===== config.mk =====
export PLATFORM = sky130hd
export DESIGN_NAME = adc_sync_ctrl
export DESIGN_NICKNAME = d
export VERILOG_FILES = /design/src/adc_sync_pkg.sv /design/src/sample_if.sv /design/src/adc_reset_pulse.sv /design/src/adc_sync_ctrl.sv /design/src/adc_sync_fsm.sv /design/src/clock_phase_sampler.sv /design/src/sync_delay_timer.sv
export VERILOG_INCLUDE_DIRS = /design/src
export SDC_FILE = /design/constraint.sdc
export NUM_CORES = 1
export LEC_CHECK = 0
export ABC_AREA = 1
export BUFFER_PORTS_ARGS = -buffer_cell sky130_fd_sc_hd__clkbuf_2
export CAP_MARGIN = 20
export CORE_MARGIN = 1
export CORE_UTILIZATION = 54
export CTS_CLUSTER_DIAMETER = 150
export DETAILED_ROUTE_END_ITERATION = 7
export PLACE_DENSITY = 0.73
export SYNTH_ARGS = -nofsm -noshare
export SYNTH_HDL_FRONTEND = slang
export SYNTH_SLANG_ARGS = --single-unit

===== constraint.sdc =====
create_clock -name dcm_psclk -period 1.62 [get_ports dcm_psclk]
set_clock_uncertainty 0.05 [all_clocks]
set_input_delay 0.081 -clock dcm_psclk [delete_from_list [all_inputs] [get_ports dcm_psclk]]
set_output_delay 0.081 -clock dcm_psclk [all_outputs]
set_load 0.02 [all_outputs]

===== src/sync_consts.svh =====
`ifndef SYNC_CONSTS_SVH
`define SYNC_CONSTS_SVH

// ==============================
// Start-up delays
// ==============================
`define SYNC_INIT_DELAY 200 // Power-up wait, scaled down for simulation
`define SYNC_ADC_WAIT 40 // ADC settle time after a reset pulse

// Width of the shared delay timer
`define SYNC_TIMER_WIDTH 16

// ==============================
// ADC1 reset pulse
// ==============================
`define SYNC_RESET_CYCLES 8 // Pulse length in dcm_psclk cycles

// Clock phase sampler limits
`define SYNC_SAMPLE_STABLE 4 // Equal readings in a row for a valid sample
`define SYNC_SAMPLE_MAX_CHANGES 3 // Reading changes before giving up

`endif


===== src/adc_sync_pkg.sv =====
`include "sync_consts.svh"

package adc_sync_pkg;

	// Synchronization sequence
	typedef enum logic [2:0] {
		init,          // Power-up delay
		reset_adc,     // Fire one ADC1 reset
		wait_adc,      // ADC settle time
		wait_dcm,      // Both clock managers locked
		sample_clocks, // Sample ADC1 clock at four ADC0 phases
		decide,
		done
	} sync_state_t;

	// ADC1 clock level per ADC0 phase
	// bit 0 = 0 deg, bit 1 = 90, bit 2 = 180, bit 3 = 270
	typedef logic [3:0] phase_levels_t;

	typedef logic [1:0] reset_phase_t; // ADC0 phase index of a reset

	typedef logic [`SYNC_TIMER_WIDTH-1:0] sync_timer_t;

endpackage


===== src/sample_if.sv =====
`timescale 1ns/1ps

// Link between the sync FSM and the clock phase sampler
interface sample_if;

	logic sample_req;   // Held high through the whole sampling state
	logic sample_valid; // Levels stable, held until request drops
	logic sample_error; // Too many level changes
	adc_sync_pkg::phase_levels_t sample_levels;

	modport fsm (
		output sample_req,
		input  sample_valid,
		input  sample_error,
		input  sample_levels
	);

	modport sampler (
		input  sample_req,
		output sample_valid,
		output sample_error,
		output sample_levels
	);

endinterface


===== src/adc_reset_pulse.sv =====
`timescale 1ns/1ps
`include "sync_consts.svh"

module adc_reset_pulse (
	input  logic dcm_psclk,
	input  logic ctrl_reset,
	input  logic reset_start,
	output logic adc1_reset,
	output adc_sync_pkg::reset_phase_t reset_phase
);

	localparam int PULSE_W = $clog2(`SYNC_RESET_CYCLES + 1);

	adc_sync_pkg::reset_phase_t phase_cnt; // Phase for the next attempt
	logic [PULSE_W-1:0] pulse_cnt;         // Remaining pulse cycles

	// ==============================
	// Phase rotation
	// ==============================
	// Each attempt moves to the next ADC0 phase, 0 -> 90 -> 180 -> 270 -> 0
	always_ff @(posedge dcm_psclk) begin
		if (ctrl_reset) begin
			phase_cnt <= '0;
			reset_phase <= '0;
		end else if (reset_start) begin
			reset_phase <= phase_cnt;
			phase_cnt <= phase_cnt + 1'b1; // Wraps after 270 deg
		end
	end

	// ==============================
	// Pulse length
	// ==============================
	always_ff @(posedge dcm_psclk) begin
		if (ctrl_reset) begin
			pulse_cnt <= '0;
		end else if (reset_start) begin
			pulse_cnt <= PULSE_W'(`SYNC_RESET_CYCLES);
		end else if (pulse_cnt != '0) begin
			pulse_cnt <= pulse_cnt - 1'b1;
		end
	end

	// High from the cycle after the start, for the full count
	assign adc1_reset = (pulse_cnt != '0);

endmodule


===== src/adc_sync_ctrl.sv =====
`timescale 1ns/1ps

module adc_sync_ctrl (
	input  logic dcm_psclk,
	input  logic ctrl_reset,
	input  logic adc0_dcm_locked,
	input  logic adc1_dcm_locked,
	input  logic [3:0] phase_levels, // ADC1 clock seen at 0/90/180/270 deg
	output logic adc1_reset,
	output logic [1:0] reset_phase,
	output logic sync_done
);

	// ==============================
	// Internal wiring
	// ==============================
	logic timer_clear;
	logic init_elapsed;
	logic wait_elapsed;
	logic reset_start;

	sample_if smp ();

	// ==============================
	// Delay timer
	// ==============================
	sync_delay_timer i_timer (
		.dcm_psclk    (dcm_psclk),
		.ctrl_reset   (ctrl_reset),
		.timer_clear  (timer_clear),
		.init_elapsed (init_elapsed),
		.wait_elapsed (wait_elapsed)
	);

	// Phase level sampling
	clock_phase_sampler i_sampler (
		.dcm_psclk    (dcm_psclk),
		.ctrl_reset   (ctrl_reset),
		.phase_levels (phase_levels),
		.smp          (smp.sampler)
	);

	// ==============================
	// ADC1 reset generation
	// ==============================
	adc_reset_pulse i_reset_pulse (
		.dcm_psclk   (dcm_psclk),
		.ctrl_reset  (ctrl_reset),
		.reset_start (reset_start),
		.adc1_reset  (adc1_reset),
		.reset_phase (reset_phase)
	);

	// ==============================
	// Sequencing
	// ==============================
	adc_sync_fsm i_fsm (
		.dcm_psclk       (dcm_psclk),
		.ctrl_reset      (ctrl_reset),
		.init_elapsed    (init_elapsed),
		.wait_elapsed    (wait_elapsed),
		.adc0_dcm_locked (adc0_dcm_locked),
		.adc1_dcm_locked (adc1_dcm_locked),
		.smp             (smp.fsm),
		.timer_clear     (timer_clear),
		.reset_start     (reset_start),
		.sync_done       (sync_done)
	);

endmodule


===== src/adc_sync_fsm.sv =====
`timescale 1ns/1ps

module adc_sync_fsm (
	input  logic dcm_psclk,
	input  logic ctrl_reset,
	input  logic init_elapsed,
	input  logic wait_elapsed,
	input  logic adc0_dcm_locked,
	input  logic adc1_dcm_locked,
	sample_if.fsm smp,
	output logic timer_clear,
	output logic reset_start,
	output logic sync_done
);

	adc_sync_pkg::sync_state_t state;
	adc_sync_pkg::sync_state_t next_state;

	logic dcm_locked;
	logic phase_ok;

	assign dcm_locked = adc0_dcm_locked && adc1_dcm_locked;

	// ADC1 clock high at both 90 and 180 deg means a good phase
	assign phase_ok = smp.sample_levels[1] && smp.sample_levels[2];

	// ==============================
	// State register
	// ==============================
	always_ff @(posedge dcm_psclk) begin
		if (ctrl_reset) begin
			state <= adc_sync_pkg::init;
		end else begin
			state <= next_state;
		end
	end

	// ==============================
	// Next state and outputs
	// ==============================
	always_comb begin
		next_state = state;
		timer_clear = 1'b0;
		reset_start = 1'b0;
		smp.sample_req = 1'b0;
		sync_done = 1'b0;

		case (state)
			adc_sync_pkg::init: begin
				if (init_elapsed) begin
					next_state = adc_sync_pkg::reset_adc;
				end
			end

			// One cycle only
			adc_sync_pkg::reset_adc: begin
				timer_clear = 1'b1; // Settle time starts here
				reset_start = 1'b1;
				next_state = adc_sync_pkg::wait_adc;
			end

			adc_sync_pkg::wait_adc: begin
				if (wait_elapsed) begin
					next_state = adc_sync_pkg::wait_dcm;
				end
			end

			adc_sync_pkg::wait_dcm: begin
				if (dcm_locked) begin
					next_state = adc_sync_pkg::sample_clocks;
				end
			end

			adc_sync_pkg::sample_clocks: begin
				smp.sample_req = 1'b1;
				if (smp.sample_error) begin
					next_state = adc_sync_pkg::reset_adc; // Unreliable, try next phase
				end else if (smp.sample_valid) begin
					next_state = adc_sync_pkg::decide;
				end
			end

			adc_sync_pkg::decide: begin
				timer_clear = 1'b1;
				if (phase_ok) begin
					next_state = adc_sync_pkg::done;
				end else begin
					next_state = adc_sync_pkg::reset_adc;
				end
			end

			adc_sync_pkg::done: begin
				sync_done = 1'b1; // Held until ctrl_reset
			end

			default: begin
				next_state = adc_sync_pkg::reset_adc;
			end
		endcase
	end

endmodule


===== src/clock_phase_sampler.sv =====
`timescale 1ns/1ps
`include "sync_consts.svh"

module clock_phase_sampler (
	input  logic dcm_psclk,
	input  logic ctrl_reset,
	input  adc_sync_pkg::phase_levels_t phase_levels,
	sample_if.sampler smp
);

	localparam int STABLE_W = $clog2(`SYNC_SAMPLE_STABLE + 1);
	localparam int CHANGE_W = $clog2(`SYNC_SAMPLE_MAX_CHANGES + 1);

	adc_sync_pkg::phase_levels_t last_levels; // Previous reading
	logic primed;                             // last_levels holds a real reading
	logic [STABLE_W-1:0] stable_cnt;
	logic [CHANGE_W-1:0] change_cnt;

	logic sampling;
	logic same_level;
	logic stable_hit;
	logic change_hit;

	// Stop once a verdict is out, until the request drops
	assign sampling = smp.sample_req && !smp.sample_valid && !smp.sample_error;
	assign same_level = primed && (phase_levels == last_levels);

	// Reading that completes the stable run
	assign stable_hit = same_level &&
		(stable_cnt == STABLE_W'(`SYNC_SAMPLE_STABLE - 1));

	// Reading that hits the change limit
	assign change_hit = primed && !same_level &&
		(change_cnt == CHANGE_W'(`SYNC_SAMPLE_MAX_CHANGES - 1));

	// ==============================
	// Sampling control
	// ==============================
	always_ff @(posedge dcm_psclk) begin
		if (ctrl_reset || !smp.sample_req) begin
			primed <= 1'b0;
			stable_cnt <= '0;
			change_cnt <= '0;
			smp.sample_valid <= 1'b0;
			smp.sample_error <= 1'b0;
		end else if (sampling) begin
			primed <= 1'b1; // First reading only loads last_levels
			if (same_level) begin
				stable_cnt <= stable_cnt + 1'b1;
				smp.sample_valid <= stable_hit;
			end else if (primed) begin
				stable_cnt <= '0; // Level moved, start the run again
				change_cnt <= change_cnt + 1'b1;
				smp.sample_error <= change_hit;
			end
		end
	end

	// Reading history and result levels
	always_ff @(posedge dcm_psclk) begin
		if (sampling) begin
			last_levels <= phase_levels;
			if (stable_hit) begin
				smp.sample_levels <= phase_levels; // Kept for the decide step
			end
		end
	end

endmodule


===== src/sync_delay_timer.sv =====
`timescale 1ns/1ps
`include "sync_consts.svh"

module sync_delay_timer (
	input  logic dcm_psclk,
	input  logic ctrl_reset,
	input  logic timer_clear,
	output logic init_elapsed,
	output logic wait_elapsed
);

	adc_sync_pkg::sync_timer_t count;

	// ==============================
	// Free-running counter
	// ==============================
	// Counts up from reset or clear and sticks at all ones
	always_ff @(posedge dcm_psclk) begin
		if (ctrl_reset) begin
			count <= '0;
		end else if (timer_clear) begin
			count <= '0;
		end else if (count != '1) begin
			count <= count + 1'b1;
		end
	end

	// ==============================
	// Delay flags
	// ==============================
	// Power-up delay before the first ADC reset
	assign init_elapsed = (count > adc_sync_pkg::sync_timer_t'(`SYNC_INIT_DELAY));

	assign wait_elapsed = (count > adc_sync_pkg::sync_timer_t'(`SYNC_ADC_WAIT)); // ADC settle

endmodule


==> metrics.cfg, run 1 <==
[run_status]
status = complete, no violations

[final_layout]
drive_gt1_share_pct = 18.83
num-nets-final = 338
nFillCells = 320
mostFrequentLayoutCells = nand2_1, nor2_1, inv_1
layout_commonest_cell = nand2_1
num_antenna_cells = 0
syn2layout_area_growth_pct = 19.74
postLayoutCoreUtil_pct = 68.11
multi_input_area_mm2 = 0.001102
regArea_um2 = 883.3

[synth]
synth_cells = 288
synthDistinctLibCells = 27
ys_seq_elements = 41
synth_fp_nets = 303
synth_largest_area_cell = dfxtp_1
syn_avg_cell_area_um2 = 7.286
ys_seq_area_share_pct = 41.98
synth_area_leaders = dfxtp_1, nand2_1, edfxtp_1
synth_warnings = 0
synth.cell_area_mm2 = 0.002098
synthDominantCellAreaShare_pct = 33.39

[worst_setup_path]
cp.required_ns = 1.80
critPathMaxFanout = 4
arrival_ns = 1.76
r2r_slack_ns = 0.04
critPathKind = reg -> reg
r2r-end = i_timer.count[1]
worstReg2RegStart = i_timer.count[1]
endpoint_kind = flop
crit_start = i_timer.count[1]
start_kind = flop
worst_r2r_path_depth = 8

[timing]
setup_viol = 0
fmax_mhz = 632.8
fin_setup_tns_ns = 0
hold_violations = 0
period_needed_ns = 1.580
rsz0062_at_grt = true
report.final.slew_viol_count = 0
slew_headroom_pct = 78.30
worst_slew_pin_slew_ns = 0.3243
fin_crit_sh_pct = 97.55

[global_route]
grt_first_pass_wirelength_um = 7120
first_global_vias = 1720
antenna_found_initial = 0
grt_max_degree = 14
grt_overflow = 0
track_usage_pct = 22.54

[routing]
dr_total_vias = 1879
drt_iter0_markers = 91
viasPerCell = 5.051
drc_errors = 0
postRouteAntennaNets = 0
wl_per_cell_um = 11.34
routed_wirelength_um = 4218
first_pass_iters = 4

[floorplanning]
die_h_um = 64.34
die-width_um = 64.34
fp.dieArea_mm2 = 0.004139
initial_core_util_pct = 56.89
core_area_mm2 = 0.003689
rows = 22
ios = 12

[place]
hpwl_um = 3069
port_buffers = 11
place.gp.congestion = 0.8518

[clock_network]
cts.sinks = 41
cts_root_buf = clkbuf_8
cts_made_buffers = 5
cts_tree = done
clkTransAtPathRegs_ns = 0.08
clk_latency_ns = 0.30
clockBufferDepth = 2
htreeDepth = 2

[power_and_ir_drop]
power_leakage_nw = 1.091
powerDensity_mw_per_mm2 = 1042
ir_drop_mv = 0.5795

[min_path]
hold_path_depth = 4
hold_end = i_fsm.state[0]
hp-class = in -> reg
holdCritStartpoint = adc1_dcm_locked

[run]
cap_violations = 0

[worst max-delay path, cell delays in order, from the launching register on]
cell	delay, ns
dfxtp_2	0.36
ha_4	0.16
nand3_4	0.09
nor2_4	0.15
nand2_4	0.06
nor3_4	0.28
buf_4	0.18
nand2_1	0.06
a21oi_2	0.13
[area by class of cell]
| type | count | share of cell area (%) |
|---|---|---|
| multi-input cells | 202 | 43.87 |
| clock inverters | 1 | 0.2490 |
| inverters | 43 | 6.524 |
| flip-flops and latches | 41 | 35.16 |
| repair buffers | 30 | 8.367 |
| clock buffers | 7 | 3.436 |
| well taps | 48 | 2.390 |
[layer usage]
metal / wire, um / track usage, %
met5: 0 / 0
met4: 63 / 10.00
met3: 158 / 5.714
met2: 1945 / 36.58
met1: 2051 / 27.98
[per-stage QoR]
step / cell area [um2] / hold slack (ns) / setup WS [ns] / power (mW) / cells
detailed placement: 2302 / 0.2423 / 0.05264 / 1.865 / 358
global route: 2512 / 0.06826 / -0.04315 / 2.790 / 372
CTS: 2450 / 0.04192 / 0.02302 / 2.585 / 371
floorplan: 2098 / 0.1001 / 0.08855 / 1.681 / 288
global placement: 2302 / 0.2408 / 0.1017 / 1.845 / 358
finish: 2512 / 0.05577 / 0.03968 / 2.618 / 372
[report_power, final]
| part | internal (mW) | leakage [nW] | switching (mW) | total, mW |
|---|---|---|---|---|
| clock | 0.348 | 0.0488 | 0.355 | 0.703 |
| combinational | 0.278 | 0.704 | 0.424 | 0.703 |
| sequential | 1.13 | 0.338 | 0.0853 | 1.21 |
[registers in the layout (all words and copies together), names as in the netlist]
signal and count:
i_sampler.primed 1, i_reset_pulse.reset_phase 2, i_sampler.last_levels 4, i_timer.count 16, i_sampler.stable_cnt 3, i_fsm.state 3, i_sampler.smp.sample_levels 2, i_sampler.smp.sample_valid 1
i_sampler.change_cnt 2, i_sampler.smp.sample_error 1, i_reset_pulse.pulse_cnt 4, i_reset_pulse.phase_cnt 2
[timing repair]
item | CTS | global route
endpoints found under the setup margin | 1 | 17
endpoints found under the hold margin | 8 | 0
setup buffers | 0 | 1
hold buffers | 5 | 0
resized for setup | 1 | 14
pin swaps | 0 | 6
[cell usage after synthesis]
cell	number
inv_2	1
nand3_1	22
xor2_1	6
a211oi_1	1
nor3_1	7
nor2_2	2
a21oi_1	14
clkbuf_1	1
dfxtp_1	35
nand3_2	2
or2_2	4
buf_2	1
xnor2_1	4
nor2_4	3
inv_4	1
nor3_4	1
o211ai_1	1
nand2_4	1
a31oi_1	4
inv_1	41
o21ai_0	9
nand2_1	59
nand4_1	7
nand2_2	2
ha_1	7
nor2_1	46
edfxtp_1	6
[worst max path at each step]
stage / endpoint / slack, ns / depth (start not counted)
after floorplan: i_timer.count[0] / 0.09 / 8
after global placement: i_timer.count[15] / 0.10 / 9
after global routing: i_timer.count[1] / -0.04 / 8
after CTS: i_timer.count[9] / 0.02 / 8
after detailed placement: i_timer.count[9] / 0.05 / 8
final: i_timer.count[1] / 0.04 / 8
[kinds of logic after synthesis]
logic type                 synth area share (%)
xor gates and xnor gates                  4.174
and+or+nand+nor                           34.05
AOI/OAI and AO/OA                         7.394
DFF                                       41.98
buffers and inverters                     8.229
adders and majority gates                 4.174
Power figures use the tool's default switching activity.
==> inputs of run 2 (changes only) <==
==> constraint.sdc (replaced) <==
create_clock -name dcm_psclk -period 1.41 [get_ports dcm_psclk]
set_clock_uncertainty 0.05 [all_clocks]
set_input_delay 0.0705 -clock dcm_psclk [delete_from_list [all_inputs] [get_ports dcm_psclk]]
set_output_delay 0.0705 -clock dcm_psclk [all_outputs]
set_load 0.02 [all_outputs]
==> metrics.cfg, run 2 (synthesized netlist as in run 1, its figures left out) <==
[clock_network]
clockBufferDepth = 2  ; unchanged
cts_tree = done  ; unchanged
cts.sinks = 41  ; unchanged
clk_latency_ns = 0.30  ; about the same
clkTransAtPathRegs_ns = 0.08  ; about the same
cts_made_buffers = 5  ; unchanged
cts_root_buf = clkbuf_8  ; unchanged
htreeDepth = 2  ; unchanged

[final_layout]
drive_gt1_share_pct = 34.75  ; was 18.83%
largest_reg_flops = 16  ; unchanged
regMostFlops = i_timer.count  ; unchanged
num-nets-final = 368  ; was 338
fin_cells = 402  ; was 372
layout_commonest_cell = nand2_1  ; unchanged
largestRegisters = i_timer.count (16), i_reset_pulse.pulse_cnt (4), i_sampler.last_levels (4)  ; unchanged
postLayoutCoreUtil_pct = 78.29  ; was 68.11%
mostFrequentLayoutCells = nand2_1, buf_4, nor2_1  ; was nand2_1, nor2_1, inv_1
syn2layout_area_growth_pct = 37.63  ; was 19.74%
num_antenna_cells = 0  ; unchanged

[place]
dp_slack_ns = -0.1005  ; was 0.05264 ns
place.gp.congestion = 0.8436  ; was 0.8518
hpwl_um = 3247  ; was 3069 um
port_buffers = 11  ; unchanged
placed_cells = 377  ; was 358

[routing]
routed_wirelength_um = 5022  ; was 4218 um
drc_errors = 0  ; unchanged
drt_iter0_markers = 106  ; was 91
first_pass_iters = 4  ; unchanged
wl_per_cell_um = 12.49  ; was 11.34 um
dr_total_vias = 2057  ; was 1879
postRouteAntennaNets = 0  ; unchanged
viasPerCell = 5.117  ; was 5.051

[worst_setup_path]
slowest_stage = dfxtp_2  ; unchanged
start_kind = flop  ; unchanged
endpoint_kind = flop  ; unchanged
critPathMaxFanout = 10  ; was 4
cp.required_ns = 1.59  ; was 1.80 ns
critPathKind = reg -> reg  ; unchanged
max_stage_delay_ns = 0.37  ; was 0.36 ns
arrival_ns = 1.67  ; was 1.76 ns
crit_chain = ha_4 -> nand3_4 -> nor2_4 -> nand2_4 -> nor3_4 -> inv_4 -> a31oi_1  ; was ha_4 -> nand3_4 -> nor2_4 -> nand2_4 -> nor3_4 -> buf_4 -> nand2_1 -> a21oi_2

[timing]
rsz0062_at_grt = true  ; unchanged
period_needed_ns = 1.490  ; was 1.580 ns
fin_crit_sh_pct = 105.7  ; was 97.55%
fin_setup_tns_ns = -1.206  ; was 0 ns
report.final.slew_viol_count = 0  ; unchanged
setup_viol = 22  ; was 0
hold_violations = 0  ; unchanged
slew_headroom_pct = 79.31  ; was 78.30%
worst_slack_ns = -0.08041  ; was 0.03968 ns
fmax_mhz = 671.0  ; was 632.8 MHz
worst_slew_pin_slew_ns = 0.3093  ; was 0.3243 ns

[power_and_ir_drop]
ir_drop_mv = 0.7670  ; was 0.5795 mV
power_leakage_nw = 1.250  ; was 1.091 nW
power.total_mw = 3.378  ; was 2.618 mW
powerDensity_mw_per_mm2 = 1170  ; was 1042 mW/mm2

[floorplanning]
ios = 12  ; unchanged
core_area_mm2 = 0.003689  ; unchanged
rows = 22  ; unchanged
fp.dieArea_mm2 = 0.004139  ; unchanged
initial_core_util_pct = 56.89  ; unchanged
die_h_um = 64.34  ; unchanged
die-width_um = 64.34  ; unchanged

[run]
cap_violations = 0  ; unchanged

[global_route]
track_usage_pct = 24.30  ; was 22.54%
grt_first_pass_wirelength_um = 7769  ; was 7120 um
grt_max_degree = 13  ; was 14
first_global_vias = 1840  ; was 1720
antenna_found_initial = 0  ; unchanged
grt_overflow = 0  ; unchanged

[min_path]
hp-class = in -> reg  ; unchanged

[run_status]
violations = setup timing
status = finished, violations left  ; was complete, no violations

[run 2: path summary, 6_finish.rpt]
| kind | startpoint | to | slack (ns) | cells after the start |
|---|---|---|---|---|
| worst min register to register | i_reset_pulse.phase_cnt[1] | i_reset_pulse.phase_cnt[1] | 0.42 | 1 |
| worst max register to register | i_timer.count[0] | i_timer.count[5] | -0.08 | 7 |
| worst max-delay path | i_timer.count[0] | i_timer.count[5] | -0.08 | 7 |
| worst min-delay path | adc1_dcm_locked | i_fsm.state[0] | 0.06 | 4 |
[run 2: per-layer routing]
| metal | global-route usage, % | routed length, um | up-vias |
|---|---|---|---|
| li1 | - | - | 1056 |
| met3 | 5.357 | 192 | 13 |
| met2 | 41.45 | 2456 | 52 |
| met5 | 0 | 0 | - |
| met4 | 7.500 | 102 | 0 |
| met1 | 30.29 | 2271 | 936 |
[run 2: worst max-delay path: cells and delay by family (launching register included)]
family | cells | cell delay (ns)
and+or+nand+nor | 4 | 0.55
DFF | 1 | 0.37
AOI/OAI and AO/OA | 1 | 0.18
adders and majority gates | 1 | 0.15
buffers and inverters | 1 | 0.12
[run 2: layout make-up]
class                      instances  area (um2)
multi-input combinational        202        1221
sequential                        41       894.6
fill                             254       800.8
timing repair buffer              60       456.7
inverter                          43       163.9
clock buffer                       6       82.58
tap                               48       60.06
clock inverter                     2       8.758
[run 2: stage by stage]
step / instance area [um2] / hold WS [ns]
after floorplan: 2137 / 0.08215
after global placement: 2481 / 0.2295
after detailed placement: 2481 / 0.2332
after CTS: 2719 / 0.02996
after global routing: 2888 / 0.05948
final: 2888 / 0.05715
[run 2: where the power goes]
part	total [mW]	switching [mW]	internal, mW
Clock	0.802	0.413	0.388
Combinational	1.16	0.599	0.560
Sequential	1.42	0.106	1.31
[run 2: what timing repair did]
item,4_1_cts,5_1_grt
setup endpoints to repair,19,32
endpoints found under the hold margin,8,0
buffers inserted,7,5
resized for setup,15,39
pin swaps,4,6
gates cloned,0,0
hold buffers,5,0
